**src/design/id_queue_cfg_pkg.sv**
```systemverilog
// ID queue configuration with fixed sizes, derived index widths and scalar types
package id_queue_cfg_pkg;

    // Width of the ID carried by every element
    localparam int ID_WIDTH = 2;

    // Maximum number of elements stored at once, independent of their ID
    localparam int CAPACITY = 8;

    // Width of the payload word
    localparam int DATA_WIDTH = 16;

    // Number of distinct IDs that can be presented
    localparam int N_IDS = 2 ** ID_WIDTH;

    // One head-tail slot per live ID, and there can never be more live IDs than elements
    localparam int HT_CAPACITY = (N_IDS <= CAPACITY) ? N_IDS : CAPACITY;

    // Index widths for the two tables; a single-entry table still gets one bit
    localparam int HT_IDX_WIDTH = (HT_CAPACITY > 1) ? $clog2(HT_CAPACITY) : 1;
    localparam int LD_IDX_WIDTH = (CAPACITY > 1) ? $clog2(CAPACITY) : 1;

    typedef logic [ID_WIDTH-1:0]     id_t;
    typedef logic [DATA_WIDTH-1:0]   data_t;

    // Index into the head-tail table
    typedef logic [HT_IDX_WIDTH-1:0] ht_idx_t;

    // Index into the linked data table
    typedef logic [LD_IDX_WIDTH-1:0] ld_idx_t;

endpackage

```
**src/design/id_queue_entry_pkg.sv**
```systemverilog
// ID queue table entry layouts for the head-tail table and the linked data table
package id_queue_entry_pkg;

    import id_queue_cfg_pkg::*;

    // One subqueue per live ID
    // Head points at the oldest element of the ID and tail at the youngest
    // The free flag marks a slot that holds no ID at all; its other fields are then meaningless
    typedef struct packed {
        id_t     id;
        ld_idx_t head;
        ld_idx_t tail;
        logic    free;
    } head_tail_t;

    // One stored element
    // Next links to the following element of the same ID and is only meaningful
    // when this element is not the tail of its subqueue
    typedef struct packed {
        data_t   data;
        ld_idx_t next;
        logic    free;
    } linked_data_t;

    // Value written into a head-tail slot when its last element is popped
    localparam head_tail_t HT_FREE_ENTRY = '{id: '0, head: '0, tail: '0, free: 1'b1};

    // Reset value of a data entry
    localparam linked_data_t LD_FREE_ENTRY = '{data: '0, next: '0, free: 1'b1};

endpackage

```
**src/design/id_queue_free_search.sv**
```systemverilog
// Free-entry search that returns the lowest free index of a table and flags a full table
`timescale 1ns/100ps

module id_queue_free_search #(
    parameter int WIDTH = 8
) (
    input  logic [WIDTH-1:0]         free_i,
    output logic [$clog2(WIDTH)-1:0] idx_o,
    output logic                     none_free_o
);

    localparam int IDX_W = $clog2(WIDTH);

    // Priority encoder over the free flags
    // The scan runs from the top down so the lowest set bit is the last one to win
    always_comb begin
        idx_o = '0;
        for (int i = WIDTH - 1; i >= 0; i--) begin
            if (free_i[i]) begin
                idx_o = IDX_W'(i);
            end
        end
    end

    // With no free bit the index above stays at zero and must not be used
    assign none_free_o = ~|free_i;

endmodule

```
**src/design/id_queue_ht_table.sv**
```systemverilog
// ID queue head-tail table holding one subqueue descriptor per live ID with ID lookup
`timescale 1ns/100ps

module id_queue_ht_table
    import id_queue_cfg_pkg::*;
    import id_queue_entry_pkg::*;
(
    input  logic       clk_i,
    input  logic       rst_ni,

    // ID lookup
    input  logic       match_en_i,
    input  id_t        match_id_i,
    output logic       hit_o,
    output ht_idx_t    hit_idx_o,
    output ld_idx_t    hit_head_o,
    output ld_idx_t    hit_tail_o,

    // Lowest slot that does not hold an ID
    output ht_idx_t    free_idx_o,

    // Whole-slot write port
    input  logic       wr_en_i,
    input  ht_idx_t    wr_idx_i,
    input  head_tail_t wr_entry_i
);

    head_tail_t [HT_CAPACITY-1:0] ht_q;

    logic [HT_CAPACITY-1:0] match_oh;
    logic [HT_CAPACITY-1:0] free_vec;

    // Compare the requested ID against every occupied slot
    // An ID lives in at most one slot, so the result is one-hot or zero
    always_comb begin
        for (int i = 0; i < HT_CAPACITY; i++) begin
            match_oh[i] = match_en_i && !ht_q[i].free && (ht_q[i].id == match_id_i);
            free_vec[i] = ht_q[i].free;
        end
    end

    // One-hot to binary by ORing the indices of the set bits
    always_comb begin
        hit_idx_o = '0;
        for (int i = 0; i < HT_CAPACITY; i++) begin
            if (match_oh[i]) begin
                hit_idx_o = hit_idx_o | ht_idx_t'(i);
            end
        end
    end

    assign hit_o = |match_oh;

    // On a miss these point at slot zero; the controller ignores them then
    assign hit_head_o = ht_q[hit_idx_o].head;
    assign hit_tail_o = ht_q[hit_idx_o].tail;

    // A free slot always exists while a data entry is free, since each live ID owns a slot
    id_queue_free_search #(
        .WIDTH       (HT_CAPACITY)
    ) u_free_search (
        .free_i      (free_vec),
        .idx_o       (free_idx_o),
        .none_free_o ()
    );

    // Slot registers, all free out of reset
    always_ff @(posedge clk_i or negedge rst_ni) begin
        if (!rst_ni) begin
            for (int i = 0; i < HT_CAPACITY; i++) begin
                ht_q[i] <= HT_FREE_ENTRY;
            end
        end else if (wr_en_i) begin
            ht_q[wr_idx_i] <= wr_entry_i;
        end
    end

endmodule

```
**src/design/id_queue_ld_table.sv**
```systemverilog
// ID queue linked data table holding the elements and the per-ID next links
`timescale 1ns/100ps

module id_queue_ld_table
    import id_queue_cfg_pkg::*;
    import id_queue_entry_pkg::*;
(
    input  logic                  clk_i,
    input  logic                  rst_ni,

    // Head read, addressed by the matched head index
    input  ld_idx_t               rd_idx_i,
    output data_t                 rd_data_o,
    output ld_idx_t               rd_next_o,

    // Allocation state
    output ld_idx_t               free_idx_o,
    output logic                  full_o,

    // Occupy an entry with new data
    input  logic                  data_wr_i,
    input  ld_idx_t               data_idx_i,
    input  data_t                 data_i,

    // Append behind an old tail
    input  logic                  link_wr_i,
    input  ld_idx_t               link_idx_i,
    input  ld_idx_t               link_next_i,

    // Give an entry back
    input  logic                  release_i,
    input  ld_idx_t               release_idx_i,

    // Whole-table view for the exists search
    output data_t [CAPACITY-1:0]  data_vec_o,
    output logic  [CAPACITY-1:0]  free_vec_o
);

    linked_data_t [CAPACITY-1:0] ld_q;

    assign rd_data_o = ld_q[rd_idx_i].data;
    assign rd_next_o = ld_q[rd_idx_i].next;

    always_comb begin
        for (int i = 0; i < CAPACITY; i++) begin
            data_vec_o[i] = ld_q[i].data;
            free_vec_o[i] = ld_q[i].free;
        end
    end

    // The queue is full exactly when no data entry is free
    id_queue_free_search #(
        .WIDTH       (CAPACITY)
    ) u_free_search (
        .free_i      (free_vec_o),
        .idx_o       (free_idx_o),
        .none_free_o (full_o)
    );

    // The controller never aims two strobes at the same entry in one cycle
    always_ff @(posedge clk_i or negedge rst_ni) begin
        if (!rst_ni) begin
            for (int i = 0; i < CAPACITY; i++) begin
                ld_q[i] <= LD_FREE_ENTRY;
            end
        end else begin
            // A new element is always the tail of its ID, so its next link starts null
            if (data_wr_i) begin
                ld_q[data_idx_i] <= '{data: data_i, next: '0, free: 1'b0};
            end
            if (link_wr_i) begin
                ld_q[link_idx_i].next <= link_next_i;
            end
            if (release_i) begin
                ld_q[release_idx_i].free <= 1'b1;
            end
        end
    end

endmodule

```
**src/design/id_queue_exists_search.sv**
```systemverilog
// ID queue exists search comparing a masked word against every occupied element
`timescale 1ns/100ps

module id_queue_exists_search
    import id_queue_cfg_pkg::*;
(
    input  data_t [CAPACITY-1:0] data_vec_i,
    input  logic  [CAPACITY-1:0] free_vec_i,

    input  data_t                exists_data_i,
    input  data_t                exists_mask_i,
    input  logic                 exists_req_i,
    output logic                 exists_o,
    output logic                 exists_gnt_o
);

    // Per-entry match flags
    logic [CAPACITY-1:0] entry_hit;

    // A bit takes part in the comparison only where the mask is set
    // so an all-zero mask matches any occupied entry
    always_comb begin
        for (int i = 0; i < CAPACITY; i++) begin
            entry_hit[i] = !free_vec_i[i] &&
                           (((data_vec_i[i] ^ exists_data_i) & exists_mask_i) == '0);
        end
    end

    // The search never stalls, so the grant just follows the request
    assign exists_gnt_o = exists_req_i;

    // Without a request the result stays low
    assign exists_o = exists_req_i && (|entry_hit);

endmodule

```
**src/design/id_queue_ctrl.sv**
```systemverilog
// ID queue controller arbitrating push against read or pop and issuing table updates
`timescale 1ns/100ps

module id_queue_ctrl
    import id_queue_cfg_pkg::*;
    import id_queue_entry_pkg::*;
(
    // Input port
    input  logic       inp_req_i,
    input  id_t        inp_id_i,
    input  data_t      inp_data_i,
    output logic       inp_gnt_o,

    // Output port
    input  logic       oup_req_i,
    input  id_t        oup_id_i,
    input  logic       oup_pop_i,
    output logic       oup_gnt_o,
    output data_t      oup_data_o,
    output logic       oup_data_valid_o,

    // Head-tail table lookup
    output logic       match_en_o,
    output id_t        match_id_o,
    input  logic       hit_i,
    input  ht_idx_t    hit_idx_i,
    input  ld_idx_t    hit_head_i,
    input  ld_idx_t    hit_tail_i,
    input  ht_idx_t    ht_free_idx_i,

    // Head-tail table write
    output logic       ht_wr_o,
    output ht_idx_t    ht_wr_idx_o,
    output head_tail_t ht_wr_entry_o,

    // Linked data table, head read already addressed by the matched head
    input  data_t      rd_data_i,
    input  ld_idx_t    rd_next_i,
    input  ld_idx_t    ld_free_idx_i,
    input  logic       full_i,

    // Linked data table writes
    output logic       data_wr_o,
    output ld_idx_t    data_idx_o,
    output data_t      data_o,
    output logic       link_wr_o,
    output ld_idx_t    link_idx_o,
    output ld_idx_t    link_next_o,
    output logic       release_o,
    output ld_idx_t    release_idx_o
);

    logic push;

    // Input is ready whenever a data entry is free, whether or not it requests
    assign inp_gnt_o = !full_i;
    assign push      = inp_req_i && !full_i;

    always_comb begin
        match_en_o       = 1'b0;
        match_id_o       = '0;
        oup_gnt_o        = 1'b0;
        oup_data_o       = '0;
        oup_data_valid_o = 1'b0;
        ht_wr_o          = 1'b0;
        ht_wr_idx_o      = '0;
        ht_wr_entry_o    = HT_FREE_ENTRY;
        data_wr_o        = 1'b0;
        data_idx_o       = '0;
        data_o           = '0;
        link_wr_o        = 1'b0;
        link_idx_o       = '0;
        link_next_o      = '0;
        release_o        = 1'b0;
        release_idx_o    = '0;

        if (push) begin
            // Input has priority and starves the output this cycle
            match_en_o = 1'b1;
            match_id_o = inp_id_i;
            data_wr_o  = 1'b1;
            data_idx_o = ld_free_idx_i;
            data_o     = inp_data_i;
            ht_wr_o    = 1'b1;
            if (!hit_i) begin
                // First element of this ID opens a fresh slot
                ht_wr_idx_o   = ht_free_idx_i;
                ht_wr_entry_o = '{id: inp_id_i, head: ld_free_idx_i,
                                  tail: ld_free_idx_i, free: 1'b0};
            end else begin
                // Hang the new entry behind the old tail and move the tail
                link_wr_o     = 1'b1;
                link_idx_o    = hit_tail_i;
                link_next_o   = ld_free_idx_i;
                ht_wr_idx_o   = hit_idx_i;
                ht_wr_entry_o = '{id: inp_id_i, head: hit_head_i,
                                  tail: ld_free_idx_i, free: 1'b0};
            end
        end else if (oup_req_i) begin
            // The output is always granted; a miss shows up as invalid zero data
            match_en_o = 1'b1;
            match_id_o = oup_id_i;
            oup_gnt_o  = 1'b1;
            if (hit_i) begin
                oup_data_o       = rd_data_i;
                oup_data_valid_o = 1'b1;
                if (oup_pop_i) begin
                    release_o     = 1'b1;
                    release_idx_o = hit_head_i;
                    ht_wr_o       = 1'b1;
                    ht_wr_idx_o   = hit_idx_i;
                    // Popping the last element of an ID retires its slot
                    if (hit_head_i == hit_tail_i) begin
                        ht_wr_entry_o = HT_FREE_ENTRY;
                    end else begin
                        ht_wr_entry_o = '{id: oup_id_i, head: rd_next_i,
                                          tail: hit_tail_i, free: 1'b0};
                    end
                end
            end
        end
    end

endmodule

```
**src/design/id_queue_top.sv**
```systemverilog
// ID queue top level joining controller, head-tail table, data table and exists search
`timescale 1ns/100ps

module id_queue_top
    import id_queue_cfg_pkg::*;
    import id_queue_entry_pkg::*;
(
    input  logic  clk_i,
    input  logic  rst_ni,

    input  logic  inp_req_i,
    input  id_t   inp_id_i,
    input  data_t inp_data_i,
    output logic  inp_gnt_o,

    input  logic  oup_req_i,
    input  id_t   oup_id_i,
    input  logic  oup_pop_i,
    output logic  oup_gnt_o,
    output data_t oup_data_o,
    output logic  oup_data_valid_o,

    input  logic  exists_req_i,
    input  data_t exists_data_i,
    input  data_t exists_mask_i,
    output logic  exists_o,
    output logic  exists_gnt_o
);

    // Lookup between controller and head-tail table
    logic       match_en;
    id_t        match_id;
    logic       hit;
    ht_idx_t    hit_idx;
    ld_idx_t    hit_head;
    ld_idx_t    hit_tail;
    ht_idx_t    ht_free_idx;

    // Head-tail write
    logic       ht_wr;
    ht_idx_t    ht_wr_idx;
    head_tail_t ht_wr_entry;

    // Linked data read and allocation
    data_t      rd_data;
    ld_idx_t    rd_next;
    ld_idx_t    ld_free_idx;
    logic       full;

    // Linked data writes
    logic       data_wr;
    ld_idx_t    data_idx;
    data_t      wr_data;
    logic       link_wr;
    ld_idx_t    link_idx;
    ld_idx_t    link_next;
    logic       release_en;
    ld_idx_t    release_idx;

    // Table view for the exists search
    data_t [CAPACITY-1:0] data_vec;
    logic  [CAPACITY-1:0] free_vec;

    id_queue_ctrl u_ctrl (
        .inp_req_i        (inp_req_i),
        .inp_id_i         (inp_id_i),
        .inp_data_i       (inp_data_i),
        .inp_gnt_o        (inp_gnt_o),
        .oup_req_i        (oup_req_i),
        .oup_id_i         (oup_id_i),
        .oup_pop_i        (oup_pop_i),
        .oup_gnt_o        (oup_gnt_o),
        .oup_data_o       (oup_data_o),
        .oup_data_valid_o (oup_data_valid_o),
        .match_en_o       (match_en),
        .match_id_o       (match_id),
        .hit_i            (hit),
        .hit_idx_i        (hit_idx),
        .hit_head_i       (hit_head),
        .hit_tail_i       (hit_tail),
        .ht_free_idx_i    (ht_free_idx),
        .ht_wr_o          (ht_wr),
        .ht_wr_idx_o      (ht_wr_idx),
        .ht_wr_entry_o    (ht_wr_entry),
        .rd_data_i        (rd_data),
        .rd_next_i        (rd_next),
        .ld_free_idx_i    (ld_free_idx),
        .full_i           (full),
        .data_wr_o        (data_wr),
        .data_idx_o       (data_idx),
        .data_o           (wr_data),
        .link_wr_o        (link_wr),
        .link_idx_o       (link_idx),
        .link_next_o      (link_next),
        .release_o        (release_en),
        .release_idx_o    (release_idx)
    );

    id_queue_ht_table u_ht_table (
        .clk_i      (clk_i),
        .rst_ni     (rst_ni),
        .match_en_i (match_en),
        .match_id_i (match_id),
        .hit_o      (hit),
        .hit_idx_o  (hit_idx),
        .hit_head_o (hit_head),
        .hit_tail_o (hit_tail),
        .free_idx_o (ht_free_idx),
        .wr_en_i    (ht_wr),
        .wr_idx_i   (ht_wr_idx),
        .wr_entry_i (ht_wr_entry)
    );

    // The matched head addresses the data table directly
    id_queue_ld_table u_ld_table (
        .clk_i         (clk_i),
        .rst_ni        (rst_ni),
        .rd_idx_i      (hit_head),
        .rd_data_o     (rd_data),
        .rd_next_o     (rd_next),
        .free_idx_o    (ld_free_idx),
        .full_o        (full),
        .data_wr_i     (data_wr),
        .data_idx_i    (data_idx),
        .data_i        (wr_data),
        .link_wr_i     (link_wr),
        .link_idx_i    (link_idx),
        .link_next_i   (link_next),
        .release_i     (release_en),
        .release_idx_i (release_idx),
        .data_vec_o    (data_vec),
        .free_vec_o    (free_vec)
    );

    id_queue_exists_search u_exists_search (
        .data_vec_i    (data_vec),
        .free_vec_i    (free_vec),
        .exists_data_i (exists_data_i),
        .exists_mask_i (exists_mask_i),
        .exists_req_i  (exists_req_i),
        .exists_o      (exists_o),
        .exists_gnt_o  (exists_gnt_o)
    );

endmodule

```
**config.mk**
```make
export PLATFORM = sky130hd
export DESIGN_NAME = id_queue_top
export DESIGN_NICKNAME = d
export VERILOG_FILES = /design/src/design/id_queue_cfg_pkg.sv /design/src/design/id_queue_entry_pkg.sv /design/src/design/id_queue_free_search.sv /design/src/design/id_queue_ht_table.sv /design/src/design/id_queue_ld_table.sv /design/src/design/id_queue_exists_search.sv /design/src/design/id_queue_ctrl.sv /design/src/design/id_queue_top.sv
export SDC_FILE = /design/constraint.sdc
export NUM_CORES = 1
export LEC_CHECK = 0
export BUFFER_PORTS_ARGS = -buffer_cell sky130_fd_sc_hd__buf_2
export CORE_MARGIN = 2
export CORE_UTILIZATION = 45
export CTS_CLUSTER_DIAMETER = 100
export DETAILED_ROUTE_END_ITERATION = 8
export SYNTH_ARGS = -nofsm -noshare
export SYNTH_HDL_FRONTEND = slang
export SYNTH_SLANG_ARGS = --single-unit
```
**constraint.sdc**
```tcl
create_clock -name clk_i -period 3.8 [get_ports clk_i]
set_input_delay 0.19 -clock clk_i [delete_from_list [all_inputs] [get_ports clk_i]]
set_output_delay 0.19 -clock clk_i [all_outputs]
set_load 0.05 [all_outputs]
```
# Word-level counts from Yosys, hierarchy flattened
# Index checks and enable logic that the tools add are counted.
# word_totals
reg_bits	196
elab_cells	189
# op_classes
n_lt_le_gt_ge	10
n_eq_ne	5
n_mux	73
n_bitwise	16
reduce_logical	45
# op_table
op	n
$bwmux 160	3
$mux 160	3
$demux 20 s3	3
$and 16x16->16	8
$logic_not 16->1	8
$xor 16x16->16	8
$mux 16	4
$bmux 20 s3	1
$mux 9	6
$mux 3	17
$mux 20	2
$bwmux 36	1
$mux 2	13
$logic_and 1x1->1	22
$bmux 9 s2	1
$demux 9 s2	1
$lt 3x4->1 const B	4
$reduce_or 8->1	2
$mux 1	15
$mux 7	2
$logic_not 1->1	12
$ge 3x1->1 const B	3
$eq 2x2->1	4
$lt 2x3->1 const B	2
other kinds (4)	4

# Logic depth before layout (Yosys ltp)
# logic_depth
ltp_word	20
depth_mapped	15

# Cells and area by module
# From an unflattened synthesis, not the netlist that was laid out.
# unflattened
cells_unflattened	1107
area_unflattened_um2	12793.5
# by_module_without_submodules
mod	n_inst	cells_each	area_each_um2	seq_area_each_um2
id_queue_ld_table	1	613	8284.2	4013.8
id_queue_exists_search	1	246	1991.9	0.0
id_queue_ht_table	1	140	1793.0	905.9
id_queue_ctrl	1	88	601.8	0.0
id_queue_free_search at u_ld_table.u_free_search	1	14	86.3	0.0
id_queue_free_search at u_ht_table.u_free_search	1	6	36.3	0.0

# Worst setup path after synthesis
# OpenSTA, ideal clock, no wires.
# synth_timing
kind	register to output
startpoint	register u_ld_table.ld_q, in the netlist u_ld_table.free_vec_o[1]
endpoint	output port oup_data_o[14]
arrival_time_ps	3940
setup_slack_ps	-330
path_stages_with_launch	15
n_path_buf	4
cell_sequence	dfstp_2 -> buf_4 -> or4_4 -> o21ai_4 -> a311oi_4 -> o211ai_4 -> buf_2 -> mux2i_1 -> o32a_1 -> and2_1 -> buf_2 -> buf_2 -> a211oi_1 -> a211o_1 -> a21oi_1
# synth_between
elab_chain_cells	15
elab_cells_between_ends	27
classes_between	eq/ne: 4; mux: 12; reduce/logical: 11
# synth_lines
element	line_no	rtl
from (decl)	id_queue_ld_table.sv:39	linked_data_t [CAPACITY-1:0] ld_q;
from (signal, indexed assignment)	id_queue_ld_table.sv:69	ld_q[data_idx_i] <= '{data: data_i, next: '0, free: 1'b0};
$reduce_or 8->1 *	id_queue_free_search.sv:26	assign none_free_o = ~|free_i;
$logic_and 1x1->1 *	id_queue_ctrl.sv:57	assign push = inp_req_i && !full_i;
$mux 2 or $mux 1 (tied branches)	id_queue_ctrl.sv:77	if (push) begin
$eq 2x2->1 or $logic_and 1x1->1 (tied branches)	id_queue_ht_table.sv:37	match_oh[i] = match_en_i && !ht_q[i].free && (ht_q[i].id == match_id_i);
$logic_and 1x1->1	id_queue_ht_table.sv:37	
$mux 1	id_queue_ht_table.sv:46	if (match_oh[i]) begin
$mux 2 (2 in a row)	id_queue_ht_table.sv:46	
$bmux 9 s2	id_queue_ht_table.sv:55	assign hit_head_o = ht_q[hit_idx_o].head;
$mux 7 (implied by the code)	id_queue_ht_table.sv:55	
$bmux 20 s3	id_queue_ld_table.sv:41	assign rd_data_o = ld_q[rd_idx_i].data;
$mux 20 (implied by the code)	id_queue_ld_table.sv:41	
$mux 16	id_queue_ctrl.sv:104	if (hit_i) begin
$mux 16	id_queue_ctrl.sv:99	end else if (oup_req_i) begin
$mux 16 *	id_queue_ctrl.sv:77	
to (decl)	id_queue_top.sv:20	output data_t oup_data_o,
# Every way passes the cells marked *; elsewhere a longest branch is shown, timed or not. The select of a mux whose other input is x is not followed.

# Final worst setup path
# layout_timing
startpoint	register u_ld_table.ld_q, in the netlist u_ld_table.free_vec_o[7]
endpoint	output port oup_data_o[3]
# The elaborated chain is that of the path after synthesis.

==> results.md <==
* Run status: finished, violations left
* Failing checks: setup timing
* Final Total Pwr at ~13000 uW
* Kind of critical path: register to primary output
* Switching share of total power at about half
* Post-synthesis async set-or-reset flop share at 100%
* CP Data Arrival Time at 3.96 ns
* CTS Sinks at just under 200
* Setup violations, final at 17
* Combinational power share at between 60% and 70%
* Pin count of the biggest net entering global routing at ~80
* Initial Util at between 40% and 50%
* Crit path max fanout at 22
* Chip Width at 168 um
* Wire length per cell at 24.4 um
* Crit. End Element: primary output
* Reg-to-Reg Start: u_ld_table.free_vec_o[7]
* Hold WC Path Type: input port to register
* Final non-filler cell total at approximately 1.7k
* Filler instances at around 2.4k
* Ys Warns at 0
* Startpoint Class: register
* Register share of total power at between 20% and 30%
* Hold Path Origin: inp_data_i[4]
* Detail Route Antenna Nets at 0
* Layout Skew at about 0.020 ns
* Tmin final at between 4 and 5 ns
* # port buffers at ~80
* FF+latch count, synth at roughly 200
* Global-route wire length before repair at about 65000 um
* R2R setup slack at 0.01 ns
* Power per cell area at 911 mW/mm^2
* Overflow after GRT at 0
* Placed cell count at around 1.7k
* RSZ-0062 raised after global routing: true
* Post-synth EDFFs at 0
* Yosys cell types at 79
* Post-Syn Instances at 1285
* R2R depth at 14
* Clk slew on worst S/H paths at 0.07 ns
* Die height at roughly 170 um
* Clock group share of total power at a little over an eighth
* Worst slew margin at a little under 50%
* Gr usage total at between 20% and 30%
* Post-DP HPWL at roughly 30000 um
* Final period util at 109%
* Hold_ws at around 0.0045 ns
* Syn_area_per_cell at ~9.5 sq um
* Number of top-level pins at 79
* DP Worst Slack at roughly 0.024 ns
* TritonRoute pass-1 iters at 6
* Net count after synthesis at about 1.3k
* Final core utilization at between 50 and 60%
* Min-Delay Endpoint: u_ld_table.data_vec_o[84]
* Initial antenna violation count at 0
* Routability cong. at between 0.9 and 1
* Std cell rows at 60
* Worst-Skew Late Latency at 0.45 ns
* Area growth syn-to-layout at 20.8%
* CTS tree: built
* Die footprint at ~0.028 sq mm
* Worst hold path cell count at 2
* Number of antenna diodes at 0
* Mapped Area at roughly 0.012 sq mm
* Register area share after synthesis at 40.5%
* P_sw at approximately 6500 uW
* CTS HTree Levels at 4
* Leak pwr at 0.00675 uW
* Slew @ Worst Pin at approximately 0.78 ns
* Nets@finish at ~1.5k
* Pint at 6920 uW
* Layout cells sized above 1 at between 20% and 30%
* CP required at roughly 3.6 ns
* Final Hold Viols at 0
* Vias at approximately 11k
* Peak supply drop at 0.420 mV
* Total CTS buffers at 17
* Clock root buffer: clkbuf_16
* Initial DRC Count at between 1k and 1.5k
* Vias in the first global route at between 10k and 15k
* Synth Flop Type: dfrtp_1
* Final WL at approximately 43000 um
* Total core area at ~0.027 sq mm
* Vias per cell at between 6 and 7
* Crit Reg-Reg Endpoint: u_ht_table.ht_q[32]
* DRC at 0
* Maximum root-to-sink buffer count at 2
* Final WS setup at -0.350 ns
* Max-slew violations at 0
* FMAX at around 240 MHz
* Max-Cap Viols at 0
[critical path: stages, from the launching register on]
cell	delay [ns]
dfstp_2	0.39
or4_4	0.57
o21ai_4	0.28
a311oi_4	0.17
o211ai_4	0.34
mux2i_2	0.32
o32a_4	0.28
buf_8	0.21
and3_1	0.18
a211oi_1	0.05
a211o_1	0.29
a21oi_2	0.22
buf_6	0.19
[cells in the final DEF, fill, tap and decap left out, types with 9 or more instances in the layout]
| cell type | netlist | final |
|---|---|---|
| buf_4 | 4 | 77 |
| a211oi_1 | 40 | 38 |
| and3_1 | 35 | 35 |
| buf_2 | 18 | 61 |
| a22oi_1 | 32 | 32 |
| dfrtp_1 | 184 | 184 |
| nand2_1 | 186 | 184 |
| buf_6 | 6 | 22 |
| buf_12 | 0 | 10 |
| nand4_1 | 12 | 12 |
| a211o_1 | 33 | 33 |
| mux2i_1 | 90 | 87 |
| a21oi_4 | 0 | 10 |
| clkbuf_16 | 0 | 19 |
| inv_1 | 12 | 12 |
| a21oi_1 | 34 | 17 |
| o21ai_0 | 131 | 131 |
| mux2_2 | 19 | 18 |
| dfstp_2 | 12 | 12 |
| o31ai_2 | 4 | 9 |
| a22o_1 | 15 | 15 |
| dlygate4sd3_1 | 0 | 13 |
| nand3_1 | 35 | 34 |
| nor2_1 | 25 | 23 |
| o31ai_1 | 27 | 22 |
| xor2_1 | 129 | 128 |
[stage by stage]
stage          instance area (sq um)  setup TNS, ns
2_1_floorplan                  12300         -0.409
5_1_grt                        14700          -8.53
3_3_place_gp                   13300              0
4_1_cts                        14300          -4.02
3_5_place_dp                   13300              0
6_report                       14700          -4.84
[power groups by stage]
stage,clock [uW],sequential [uW],combinational (uW)
3_5_place_dp,0,3440,6950
3_3_place_gp,0,3430,6890
6_report,1750,3450,8170
2_1_floorplan,0,3240,4780
4_1_cts,1770,3420,7360
5_1_grt,1840,3530,8670
[registers in the layout (all words and copies together) (netlist names)]
register,count
u_ld_table.data_vec_o,128
u_ht_table.ht_q,32
u_ld_table.ld_q,24
u_ld_table.free_vec_o,8
u_ht_table.free_vec,4
[routing by layer]
metal | part of all wire (%) | up-vias | routed length (um) | global-route usage [%]
met4 | 2.1 | 0 | 897 | 7.46
met1 | 47 | 5344 | 19900 | 44.8
li1 | - | 4904 | - | -
met5 | 0 | - | 0 | 0
met2 | 43 | 516 | 18300 | 44.3
met3 | 8.1 | 69 | 3460 | 5.29
[cells by family after synthesis]
family / count (synthesis) / synth area share [%]
flip-flops: 196 / 40.5
AND/OR/NAND/NOR: 334 / 13.0
AO/OA/AOI/OAI: 396 / 23.2
buffers and inverters: 117 / 4.39
multiplexers: 109 / 9.18
XOR/XNOR: 133 / 9.75
[synth_stat cells, drive strengths merged, types with 12 or more instances]
cell type  number  area [sq um]
a211oi         40           300
nand2         190           737
nand3          35           175
dfrtp         184          4600
xor2          129          1130
inv            12          45.0
mux2           19           214
clkbuf         73           274
o21ai         139           718
nand4          12          75.1
a22oi          32           240
mux2i          90           901
buf            32           214
dfstp          12           315
o31ai          31           253
nor2           27           106
a211o          33           289
and3           35           219
a22o           15           131
a21oi          35           179
[cell type report]
type | count | area, sq um | area share, %
Clock buffer | 20 | 447 | 3.04
Clock inverter | 12 | 96.3 | 0.657
Inverter | 12 | 45.0 | 0.307
Multi-Input combinational cell | 974 | 7130 | 48.6
Sequential cell | 196 | 4920 | 33.5
Tap cell | 341 | 427 | 2.91
Timing Repair Buffer | 191 | 1610 | 11.0
[worst max path at each step]
stage	start	endpoint	slack, ns	cells past startpoint
2_1_floorplan	u_ld_table.free_vec_o[1]	oup_data_o[15]	-0.05	14
3_5_place_dp	u_ld_table.free_vec_o[4]	oup_data_o[3]	0.02	12
4_1_cts	u_ld_table.free_vec_o[0]	oup_data_o[11]	-0.28	12
6_report	u_ld_table.free_vec_o[7]	oup_data_o[3]	-0.35	12
3_3_place_gp	u_ld_table.free_vec_o[4]	oup_data_o[14]	0.03	14
5_1_grt	u_ld_table.free_vec_o[7]	oup_data_o[14]	-0.39	13
[repair_timing]
action	4_1_cts	5_1_grt
gates cloned	2	3
gates resized for setup	57	41
pin swaps	7	32
buffers inserted	9	11
hold buffers	13	0
endpoints found under the setup margin	17	67
hold endpoints to repair	85	0
No activity file was read; power rests on OpenSTA's default activity.
